[src/bpu_pkg.sv]
// Codes and table sizes for the predictor. Table addresses are 30-bit word addresses
package bpu_pkg;

	// ------------------------------
	// Decoder control-flow kind
	// ------------------------------
	localparam logic [1:0] INVALID   = 2'd0;
	localparam logic [1:0] CONDITION = 2'd1;
	localparam logic [1:0] IMMEDIATE = 2'd2;
	localparam logic [1:0] INDIRECT  = 2'd3;

	// Compare op for conditional branches
	localparam logic [2:0] EQL = 3'd0;
	localparam logic [2:0] NEQ = 3'd1;
	localparam logic [2:0] LSS = 3'd2;
	localparam logic [2:0] GER = 3'd3;
	localparam logic [2:0] LEQ = 3'd4;
	localparam logic [2:0] GEQ = 3'd5;
	localparam logic [2:0] LTU = 3'd6;
	localparam logic [2:0] GEU = 3'd7;

	// ------------------------------
	// Branch class kept in the BTB
	// ------------------------------
	typedef logic [1:0] br_class;

	localparam br_class CALL        = 2'd0;
	localparam br_class RETURN      = 2'd1;
	localparam br_class ABSOLUTE    = 2'd2;
	localparam br_class PC_RELATIVE = 2'd3;

	// ------------------------------
	// Table geometry
	// ------------------------------
	localparam int BTB_ENTRIES = 16;
	localparam int BTB_IDX_W   = 4;
	localparam int BTB_TAG_W   = 8;

	localparam int BHT_ENTRIES = 64;
	localparam int BHT_IDX_W   = 6;

	localparam int RAS_DEPTH = 4;
	localparam int RAS_PTR_W = 2;

	// Weakly not taken
	localparam logic [1:0] BHT_INIT = 2'b01;

	// Instruction bits [25:0], read as a long offset or as offs16/rj/rd
	typedef union packed {
		struct packed {
			logic [15:0] offs_hi;
			logic [9:0]  offs_lo;
		} offs;
		struct packed {
			logic [15:0] offs16;
			logic [4:0]  rj;
			logic [4:0]  rd;
		} regs;
	} inst_field_u;

endpackage

[src/bpu_btb.sv]
// Direct mapped with no associativity. Only taken branches should be written and a conflict evicts
`timescale 1ns/1ps

module bpu_btb (
	input  logic             clk,
	input  logic             arst_n_i,
	input  logic [29:0]      rd_pc_i,
	output logic             hit_o,
	output logic [29:0]      target_o,
	output bpu_pkg::br_class class_o,
	input  logic             wr_en_i,
	input  logic [29:0]      wr_pc_i,
	input  logic [29:0]      wr_target_i,
	input  bpu_pkg::br_class wr_class_i
);

	logic [bpu_pkg::BTB_ENTRIES-1:0] valid_q;
	logic [bpu_pkg::BTB_TAG_W-1:0]   tag_q    [bpu_pkg::BTB_ENTRIES];
	logic [29:0]                     target_q [bpu_pkg::BTB_ENTRIES];
	bpu_pkg::br_class                class_q  [bpu_pkg::BTB_ENTRIES];

	logic [bpu_pkg::BTB_IDX_W-1:0] rd_idx;
	logic [bpu_pkg::BTB_IDX_W-1:0] wr_idx;
	logic [bpu_pkg::BTB_TAG_W-1:0] rd_tag;
	logic [bpu_pkg::BTB_TAG_W-1:0] wr_tag;

	// Word address bits [3:0] are pc[5:2], tag is pc[13:6]
	assign rd_idx = rd_pc_i[bpu_pkg::BTB_IDX_W-1:0];
	assign rd_tag = rd_pc_i[bpu_pkg::BTB_IDX_W +: bpu_pkg::BTB_TAG_W];
	assign wr_idx = wr_pc_i[bpu_pkg::BTB_IDX_W-1:0];
	assign wr_tag = wr_pc_i[bpu_pkg::BTB_IDX_W +: bpu_pkg::BTB_TAG_W];

	assign hit_o    = valid_q[rd_idx] && (tag_q[rd_idx] == rd_tag);
	assign target_o = target_q[rd_idx];
	assign class_o  = class_q[rd_idx];

	always_ff @(posedge clk or negedge arst_n_i) begin
		if (!arst_n_i) begin
			valid_q <= '0;
		end else if (wr_en_i) begin
			valid_q[wr_idx] <= 1'b1;
		end
	end

	// Entry payload
	always_ff @(posedge clk) begin
		if (wr_en_i) begin
			tag_q[wr_idx]    <= wr_tag;
			target_q[wr_idx] <= wr_target_i;
			class_q[wr_idx]  <= wr_class_i;
		end
	end

	a_wr_pc_known: assert property (@(posedge clk) disable iff (!arst_n_i)
		wr_en_i |-> !$isunknown(wr_pc_i))
		else $error("btb write with unknown pc");

endmodule

[src/bpu_bht.sv]
// Direction only and no history. Aliasing between branches that share pc[7:2] is expected
`timescale 1ns/1ps

module bpu_bht (
	input  logic        clk,
	input  logic        arst_n_i,
	input  logic [29:0] rd_pc_i,
	output logic        taken_o,
	input  logic        wr_en_i,
	input  logic [29:0] wr_pc_i,
	input  logic        wr_taken_i
);

	logic [1:0] cnt_q [bpu_pkg::BHT_ENTRIES];

	logic [bpu_pkg::BHT_IDX_W-1:0] rd_idx;
	logic [bpu_pkg::BHT_IDX_W-1:0] wr_idx;

	assign rd_idx = rd_pc_i[bpu_pkg::BHT_IDX_W-1:0];
	assign wr_idx = wr_pc_i[bpu_pkg::BHT_IDX_W-1:0];

	// Upper bit of the counter is the prediction
	assign taken_o = cnt_q[rd_idx][1];

	always_ff @(posedge clk or negedge arst_n_i) begin
		if (!arst_n_i) begin
			for (int i = 0; i < bpu_pkg::BHT_ENTRIES; i++) begin
				cnt_q[i] <= bpu_pkg::BHT_INIT;
			end
		end else if (wr_en_i) begin
			// Saturate at 3 and 0
			if (wr_taken_i && cnt_q[wr_idx] != 2'b11) begin
				cnt_q[wr_idx] <= cnt_q[wr_idx] + 2'd1;
			end else if (!wr_taken_i && cnt_q[wr_idx] != 2'b00) begin
				cnt_q[wr_idx] <= cnt_q[wr_idx] - 2'd1;
			end
		end
	end

endmodule

[src/bpu_ras.sv]
// Trained at resolve only with no speculative repair. Overflow drops the oldest return address
`timescale 1ns/1ps

module bpu_ras (
	input  logic        clk,
	input  logic        arst_n_i,
	input  logic        push_i,
	input  logic [29:0] push_addr_i,
	input  logic        pop_i,
	output logic [29:0] top_o,
	output logic        empty_o
);

	logic [29:0] stack_q [bpu_pkg::RAS_DEPTH];

	// Pointer to the next free slot
	logic [bpu_pkg::RAS_PTR_W-1:0] ptr_q;
	logic [bpu_pkg::RAS_PTR_W:0]   cnt_q;
	logic [bpu_pkg::RAS_PTR_W-1:0] top_ptr;

	assign top_ptr = ptr_q - (bpu_pkg::RAS_PTR_W)'(1);
	assign top_o   = stack_q[top_ptr];
	assign empty_o = (cnt_q == '0);

	always_ff @(posedge clk or negedge arst_n_i) begin
		if (!arst_n_i) begin
			ptr_q <= '0;
			cnt_q <= '0;
		end else if (push_i) begin
			ptr_q <= ptr_q + (bpu_pkg::RAS_PTR_W)'(1);
			if (cnt_q != (bpu_pkg::RAS_PTR_W + 1)'(bpu_pkg::RAS_DEPTH)) begin
				cnt_q <= cnt_q + (bpu_pkg::RAS_PTR_W + 1)'(1);
			end
		end else if (pop_i && !empty_o) begin
			ptr_q <= top_ptr;
			cnt_q <= cnt_q - (bpu_pkg::RAS_PTR_W + 1)'(1);
		end
	end

	always_ff @(posedge clk) begin
		if (push_i) begin
			stack_q[ptr_q] <= push_addr_i;
		end
	end

	// One resolved branch per cycle, a call and a return never coincide
	a_no_push_pop: assert property (@(posedge clk) disable iff (!arst_n_i)
		!(push_i && pop_i))
		else $error("ras push and pop in the same cycle");

endmodule

[src/bpu_predictor.sv]
// Lookup is combinational in the fetch cycle. Training lands one edge after a valid resolve
`timescale 1ns/1ps

module bpu_predictor (
	input  logic             clk,
	input  logic             arst_n_i,
	input  logic [31:0]      fetch_pc_i,
	output logic             pred_taken_o,
	output logic [29:0]      pred_npc_o,
	input  logic             upd_valid_i,
	input  logic [29:0]      upd_pc_i,
	input  logic             upd_taken_i,
	input  logic [29:0]      upd_target_i,
	input  bpu_pkg::br_class upd_class_i,
	input  logic             upd_is_cond_i
);

	logic             btb_hit;
	logic [29:0]      btb_target;
	bpu_pkg::br_class btb_class;
	logic             bht_taken;
	logic [29:0]      ras_top;
	logic             ras_empty;

	logic        btb_wr;
	logic        bht_wr;
	logic        ras_push;
	logic        ras_pop;
	logic [29:0] fall_npc;
	logic [29:0] hit_npc;

	// ------------------------------
	// Fetch lookup
	// ------------------------------
	bpu_btb u_btb (
		.clk         (clk),
		.arst_n_i    (arst_n_i),
		.rd_pc_i     (fetch_pc_i[31:2]),
		.hit_o       (btb_hit),
		.target_o    (btb_target),
		.class_o     (btb_class),
		.wr_en_i     (btb_wr),
		.wr_pc_i     (upd_pc_i),
		.wr_target_i (upd_target_i),
		.wr_class_i  (upd_class_i)
	);

	bpu_bht u_bht (
		.clk        (clk),
		.arst_n_i   (arst_n_i),
		.rd_pc_i    (fetch_pc_i[31:2]),
		.taken_o    (bht_taken),
		.wr_en_i    (bht_wr),
		.wr_pc_i    (upd_pc_i),
		.wr_taken_i (upd_taken_i)
	);

	bpu_ras u_ras (
		.clk         (clk),
		.arst_n_i    (arst_n_i),
		.push_i      (ras_push),
		.push_addr_i (upd_pc_i + 30'd1),
		.pop_i       (ras_pop),
		.top_o       (ras_top),
		.empty_o     (ras_empty)
	);

	// Next aligned 8-byte group as a word address
	assign fall_npc = {fetch_pc_i[31:3] + 29'd1, 1'b0};

	// Empty stack falls back to the BTB target
	assign hit_npc = (btb_class == bpu_pkg::RETURN && !ras_empty) ? ras_top : btb_target;

	// Unconditional classes go taken on a hit, PC-relative asks the BHT
	assign pred_taken_o = btb_hit && (btb_class != bpu_pkg::PC_RELATIVE || bht_taken);
	assign pred_npc_o   = pred_taken_o ? hit_npc : fall_npc;

	// ------------------------------
	// Training
	// ------------------------------
	assign btb_wr   = upd_valid_i && upd_taken_i;
	assign bht_wr   = upd_valid_i && upd_is_cond_i;
	assign ras_push = btb_wr && (upd_class_i == bpu_pkg::CALL);
	assign ras_pop  = btb_wr && (upd_class_i == bpu_pkg::RETURN);

endmodule

[src/bpf.sv]
// Purely combinational resolve. stall_i masks training and the mispredict flush but not csr_flush_i
`timescale 1ns/1ps

module bpf (
	input  logic                 clk,
	input  logic                 arst_n_i,
	input  logic                 res_valid_i,
	input  logic                 stall_i,
	input  logic                 csr_flush_i,
	input  logic [31:0]          csr_target_i,
	input  logic [31:0]          pc_i,
	input  logic [31:0]          rj_i,
	input  logic [31:0]          rd_i,
	input  bpu_pkg::inst_field_u inst_i,
	input  logic [1:0]           branch_type_i,
	input  logic [2:0]           cmp_type_i,
	input  logic                 branch_link_i,
	input  logic                 pred_taken_i,
	input  logic [29:0]          pred_npc_i,
	output logic                 flush_o,
	output logic [31:0]          redirect_pc_o,
	output logic                 br_taken_o,
	output bpu_pkg::br_class     br_class_o,
	output logic [31:0]          pc_link_o,
	output logic                 upd_valid_o,
	output logic [29:0]          upd_pc_o,
	output logic [29:0]          upd_target_o,
	output logic                 upd_is_cond_o
);

	logic        taken;
	logic [31:0] offs26;
	logic [31:0] offs16;
	logic [31:0] fall_pc;
	logic [31:0] target;
	logic        dir_miss;
	logic        tgt_miss;

	// Long offset keeps its sign in offs_lo
	assign offs26  = {{4{inst_i.offs.offs_lo[9]}}, inst_i.offs.offs_lo, inst_i.offs.offs_hi, 2'b00};
	assign offs16  = {{14{inst_i.regs.offs16[15]}}, inst_i.regs.offs16, 2'b00};
	assign fall_pc = {pc_i[31:3] + 29'd1, 3'b000};

	// ------------------------------
	// Direction and target
	// ------------------------------
	always_comb begin
		taken = 1'b0;
		if (branch_type_i == bpu_pkg::CONDITION) begin
			case (cmp_type_i)
				bpu_pkg::EQL: taken = (rj_i == rd_i);
				bpu_pkg::NEQ: taken = (rj_i != rd_i);
				bpu_pkg::LSS: taken = ($signed(rj_i) < $signed(rd_i));
				bpu_pkg::GER: taken = ($signed(rj_i) > $signed(rd_i));
				bpu_pkg::LEQ: taken = ($signed(rj_i) <= $signed(rd_i));
				bpu_pkg::GEQ: taken = ($signed(rj_i) >= $signed(rd_i));
				bpu_pkg::LTU: taken = (rj_i < rd_i);
				bpu_pkg::GEU: taken = (rj_i >= rd_i);
			endcase
		end else if (branch_type_i != bpu_pkg::INVALID) begin
			taken = 1'b1;
		end
	end

	always_comb begin
		case (branch_type_i)
			bpu_pkg::IMMEDIATE: target = pc_i + offs26;
			bpu_pkg::INDIRECT:  target = rj_i + offs16;
			bpu_pkg::CONDITION: target = taken ? pc_i + offs16 : fall_pc;
			default:            target = fall_pc;
		endcase
	end

	assign br_taken_o = taken;
	assign pc_link_o  = pc_i + 32'd4;

	// ------------------------------
	// Mispredict and redirect
	// ------------------------------
	assign dir_miss = (pred_taken_i != taken);
	assign tgt_miss = ({pred_npc_i, 2'b00} != target);
	assign flush_o  = (res_valid_i && !stall_i && (dir_miss || (tgt_miss && pred_taken_i)))
		|| csr_flush_i;

	// First slot of a group predicted taken but falling through resumes at the second slot
	always_comb begin
		if (csr_flush_i) begin
			redirect_pc_o = csr_target_i;
		end else if (!pc_i[2] && pred_taken_i && !taken) begin
			redirect_pc_o = pc_link_o;
		end else begin
			redirect_pc_o = target;
		end
	end

	always_comb begin
		if ((branch_type_i == bpu_pkg::INDIRECT && inst_i.regs.rd == 5'd1) || branch_link_i) begin
			br_class_o = bpu_pkg::CALL;
		end else if (branch_type_i == bpu_pkg::INDIRECT && inst_i.regs.rj == 5'd1
				&& inst_i.regs.offs16 == '0) begin
			br_class_o = bpu_pkg::RETURN;
		end else if (branch_type_i == bpu_pkg::IMMEDIATE || branch_type_i == bpu_pkg::INDIRECT) begin
			br_class_o = bpu_pkg::ABSOLUTE;
		end else begin
			br_class_o = bpu_pkg::PC_RELATIVE;
		end
	end

	// Training goes out as word addresses
	assign upd_valid_o   = res_valid_i && !stall_i;
	assign upd_pc_o      = pc_i[31:2];
	assign upd_target_o  = target[31:2];
	assign upd_is_cond_o = (branch_type_i == bpu_pkg::CONDITION);

	a_decode_known: assert property (@(posedge clk) disable iff (!arst_n_i)
		res_valid_i |-> !$isunknown({branch_type_i, cmp_type_i, branch_link_i}))
		else $error("resolve with unknown decode fields");

endmodule

[src/bpu_top.sv]
// Fetch and resolve run in the same cycle. Pipeline must carry pred_taken_o and pred_npc_o to resolve
`timescale 1ns/1ps

module bpu_top (
	input  logic                 clk,
	input  logic                 arst_n_i,
	input  logic [31:0]          fetch_pc_i,
	output logic                 pred_taken_o,
	output logic [29:0]          pred_npc_o,
	input  logic                 res_valid_i,
	input  logic                 stall_i,
	input  logic                 csr_flush_i,
	input  logic [31:0]          csr_target_i,
	input  logic [31:0]          res_pc_i,
	input  logic [31:0]          rj_val_i,
	input  logic [31:0]          rd_val_i,
	input  bpu_pkg::inst_field_u inst_i,
	input  logic [1:0]           branch_type_i,
	input  logic [2:0]           cmp_type_i,
	input  logic                 branch_link_i,
	input  logic                 res_pred_taken_i,
	input  logic [29:0]          res_pred_npc_i,
	output logic                 flush_o,
	output logic [31:0]          redirect_pc_o,
	output logic                 br_taken_o,
	output bpu_pkg::br_class     br_class_o,
	output logic [31:0]          pc_link_o
);

	logic        upd_valid;
	logic [29:0] upd_pc;
	logic [29:0] upd_target;
	logic        upd_is_cond;

	bpu_predictor u_predictor (
		.clk           (clk),
		.arst_n_i      (arst_n_i),
		.fetch_pc_i    (fetch_pc_i),
		.pred_taken_o  (pred_taken_o),
		.pred_npc_o    (pred_npc_o),
		.upd_valid_i   (upd_valid),
		.upd_pc_i      (upd_pc),
		.upd_taken_i   (br_taken_o),
		.upd_target_i  (upd_target),
		.upd_class_i   (br_class_o),
		.upd_is_cond_i (upd_is_cond)
	);

	bpf u_bpf (
		.clk           (clk),
		.arst_n_i      (arst_n_i),
		.res_valid_i   (res_valid_i),
		.stall_i       (stall_i),
		.csr_flush_i   (csr_flush_i),
		.csr_target_i  (csr_target_i),
		.pc_i          (res_pc_i),
		.rj_i          (rj_val_i),
		.rd_i          (rd_val_i),
		.inst_i        (inst_i),
		.branch_type_i (branch_type_i),
		.cmp_type_i    (cmp_type_i),
		.branch_link_i (branch_link_i),
		.pred_taken_i  (res_pred_taken_i),
		.pred_npc_i    (res_pred_npc_i),
		.flush_o       (flush_o),
		.redirect_pc_o (redirect_pc_o),
		.br_taken_o    (br_taken_o),
		.br_class_o    (br_class_o),
		.pc_link_o     (pc_link_o),
		.upd_valid_o   (upd_valid),
		.upd_pc_o      (upd_pc),
		.upd_target_o  (upd_target),
		.upd_is_cond_o (upd_is_cond)
	);

endmodule

[config.mk]
export PLATFORM = sky130hd
export DESIGN_NAME = bpu_top
export DESIGN_NICKNAME = d
export VERILOG_FILES = /design/src/bpu_pkg.sv /design/src/bpu_btb.sv /design/src/bpu_bht.sv /design/src/bpu_ras.sv /design/src/bpu_predictor.sv /design/src/bpf.sv /design/src/bpu_top.sv
export SDC_FILE = /design/constraint.sdc
export NUM_CORES = 2
export LEC_CHECK = 0
export ABC_AREA = 0
export CORE_MARGIN = 5
export CORE_UTILIZATION = 55
export CTS_CLUSTER_DIAMETER = 40
export DETAILED_ROUTE_END_ITERATION = 16
export DONT_BUFFER_PORTS = 1
export MAX_ROUTING_LAYER = met4
export PLACE_DENSITY = 0.78
export REMOVE_ABC_BUFFERS = 1
export SYNTH_ARGS = -nofsm -noshare
export SYNTH_HDL_FRONTEND = slang
export SYNTH_SLANG_ARGS = --single-unit
[constraint.sdc]
create_clock -name clk -period 7.15 [get_ports clk]
set_input_delay 0.3575 -clock clk [delete_from_list [all_inputs] [get_ports clk]]
set_output_delay 0.3575 -clock clk [all_outputs]
set_load 0.05 [all_outputs]
==> impl_metrics.toml <==
[placement]
port-buffer-count = 0
gpl.final_weighted_congestion = 0.9990
dp_hpwl_um = 88830
placement.cell_area_um2 = 47410
numPlacedInstances = 4070

[logic_synthesis]
synthDistinctLibCells = 87
post_synth_and_or_nand_nor_area_fraction_pct = 7.283
most_frequent_cells_after_synthesis = "760 x edfxtp_1, 296 x mux4_2, 241 x nand2_1"
post_synth_xor_area_fraction_pct = 3.107
seq_area_frac_synth_pct = 58.68
synth_area_leaders = "edfxtp_1 50%, mux4_2 15%, dfrtp_1 4.7%, dfstp_2 3.7%, ha_1 3.3%"
synth_edf_count = 760
synth_top_family_by_area = "multiplexers"
post-synth-top-area-fraction_pct = 50.28
mapped_avg_cell_area_um2 = 14.91
synth-compound-area-share_pct = 6.575
netlist_area_um2 = 45390
number_of_storage_elements_in_the_synthesis_netlist = 909
ys_warn_count = 0
yosys-mux-area-fraction_pct = 18.93
ys_dominant_reg_cell = "edfxtp_1"
yosysMostFrequentCell = "edfxtp_1"
synth_largest_area_cell = "edfxtp_1"
netlist_instances = 3044
ys_async_sr_fraction_pct = 16.39
synth_fa_ha_area_share_pct = 3.385

[power]
vdd.ir_drop.worst_mv = 0.2272
p_per_area_nw_per_um2 = 265.4
cellLeakagePower_nw = 17.84
post-layout-total-power_mw = 13.51

[floorplan]
horiz_die_dim_um = 297.3
fp.dieArea_um2 = 88370
chipHeight_um = 297.3
pin_count = 327
placementRows = 105
floorplan.core_area_um2 = 81980
start_util_pct = 55.36

[cts]
clk_path_buf_depth = 3
clock_insertion_delay_worst_skew_ns = 0.68
tritoncts = "done"
cts.repair_timing.setup_buffer_count = 0
clkSinkCount = 909
clock_root_buffer = "clkbuf_16"
clkTransAtPathRegs_ns = 0.05
ctsHoldBuffers = 11
cts-htree-levels = 3
cts_inserted_buffers = 97
postCtsResizedCells = 0

[detailed_routing]
dr_total_vias = 29790
post-route-drc-count = 0
first_iter_violations = 4184
routed_wl_um = 143000
routedWlPerCell_um = 33.52
drt.antenna.violating_nets = 0
drt_pre_antenna_iters = 6
detail_route.vias_per_cell = 6.983

[setup_path]
criticalPathCategory = "in2out"
path_max_fanout = 14
critical_path.n_buffers_inverters = 2
slowest_stage_cell_crit_path = "a211oi_1"
cp-end-kind = "primary output"
crit_path_max_incr_delay_ns = 0.60
critPathRequiredTime_ns = 6.79
top_delay_family_on_crit_path = "simple AND/OR/NAND/NOR gates"
crit_path_start_kind = "primary input"
cp_data_arrival_time_ns = 5.64
cells_along_the_critical_path = "inv_1 > ha_1 > nand4_1 > or3_1 > a211oi_1 > o31ai_1 > a211oi_1 > nand2b_1 > a31oi_4 > a222oi_1 > xor2_1 > nand4_1 > or4_1 > nor4_1 > nor2_1 > buf_4"

[cells_and_area]
num-nets-final = 3459
finalNonFillerCells = 4266
finalCoreUtilization_pct = 62.08
register_area_um2 = 26630
postLayoutCellArea_um2 = 50890
area_taken_by_multi_input_logic_gates_um2 = 18220
num-fill-cells = 5658
final_layout_size_suffix_gt1_share_pct = 26.12
synth_to_layout_area_growth_pct = 12.13

[timing]
rsz0062_at_grt = "no"
fin_crit_ns = 5.994
fin_skew_ns = 0.03190
timing.final.setup_violations = 0
worstMarginPinSlew_ns = 1.335
hold_slack_ns = 0.03391
worst_slew_margin_rel_pct = 10.55
fmaxAchievable_ghz = 0.1668
min_period_over_period_pct = 83.83
timing.final.max_slew_violations = 0
hold_viol = 0

[hold_path]
holdCritPathClass = "in2reg"

[grt]
antenna_found_initial = 5
maximum_number_of_pins_on_one_net_before_global_route_repair = 181
grt_util_all_layers_pct = 32.91
vias_in_the_first_global_route = 30520
grt-ovfl-total = 0
global_route_wire_length_before_repair_um = 208300

[run_status]
result_of_the_run = "finished, final reports clean"

[job]
max-cap-violations = 0
## power by group
part / switching [mW] / internal, mW
sequential: 0.0599 / 5.99
clock: 2.20 / 3.01
combinational: 1.39 / 0.858
total: 3.64 / 9.86
## path summary, 6_finish.rpt
kind                                               from                           end  slack (ns)  cells past startpoint
min                                         res_pc_i[6]                     flip-flop        0.03                      3
max reg2reg                                   flip-flop   u_predictor.u_bht.cnt_q[91]        2.64                     12
max                                        rd_val_i[13]                       flush_o        1.16                     16
max in group asynchronous                      arst_n_i    u_predictor.u_ras.ptr_q[0]        6.18                      2
min in group asynchronous                      arst_n_i  u_predictor.u_bht.cnt_q[121]        0.38                      2
min reg2reg                u_predictor.u_btb.valid_q[0]  u_predictor.u_btb.valid_q[0]        0.47                      1
## state kept, by name, indices dropped and copies added (netlist names), named ones only
register / flops
u_predictor.u_btb.valid_q: 16
u_predictor.u_bht.cnt_q: 64
u_predictor.u_btb.target_q: 480
u_predictor.u_ras.ptr_q: 2
u_predictor.u_btb.tag_q: 128
u_predictor.u_btb.class_q: 32
u_predictor.u_ras.cnt_q: 3
u_predictor.u_ras.stack_q: 120
## worst register-to-register path, stage by stage, from the launching register on
cell      delay, ns
dfstp_2        0.36
mux4_2         0.49
mux4_2         0.48
mux2_2         0.28
o21ai_2        0.13
inv_1          0.45
ha_1           0.42
nor2_1         0.20
o21bai_1       0.22
and3_1         0.25
and2_1         0.57
nand2_1        0.21
mux2_2         0.32
## per-stage QoR
stage	setup TNS, ns	setup slack (ns)
2_1_floorplan	-17.89	-0.6397
3_3_place_gp	0	1.231
3_5_place_dp	0	1.183
4_1_cts	0	1.184
5_1_grt	0	0.8635
6_report	0	1.156
## layout by cell type (no fill, tap or decap), types with 12 or more instances in the layout
cell       count
or2_2         24
nor3_1        34
buf_4        106
mux2_2       101
nor4_1        13
nand2_1      241
clkbuf_16     99
nand3_1       56
nand2b_1      13
mux4_2       296
mux2i_1       74
and2_1        20
and3_1        25
xnor2_2       20
edfxtp_1     760
o21a_1        14
inv_1         80
xor2_1        53
clkinv_1      21
xnor2_1       80
a211oi_1      16
o211ai_1      15
a31oi_1       21
a21oi_1      111
nor2_4        12
ha_1         118
dfrtp_1       84
o21ai_0       84
bufinv_16     12
nand4_1       27
o21ai_1       29
dfstp_2       64
a21o_1        27
o21bai_1      12
nor2_1       135
## final cells by class
class                   instances  share of cell area (%)
clock inverters                77                   1.669
repair buffers                123                   2.033
diodes                          3                 0.01475
clock buffers                 105                   4.912
inverters                      82                  0.6048
multi-input cells            1897                   35.81
flip-flops and latches        909                   52.33
well taps                    1070                   2.631
## cell families (layout without fill, tap and decap cells)
| family | Yosys count | after routing |
|---|---|---|
| adders and majority gates | 121 | 121 |
| other | 0 | 3 |
| muxes | 475 | 475 |
| and+or+nand+nor | 687 | 687 |
| AOI/OAI and AO/OA | 453 | 453 |
| buffers and inverters | 238 | 387 |
| xor gates and xnor gates | 161 | 161 |
| DFF | 909 | 909 |
## metal layers
metal	wire length [um]	vias to the layer above	global-route usage, %
met2	68810	2199	51.95
met4	6825	0	13.35
met5	0	-	-
li1	-	12140	-
met1	49440	15060	40.83
met3	17920	391	9.079
Note: power is estimated with default switching activity, not from simulation.
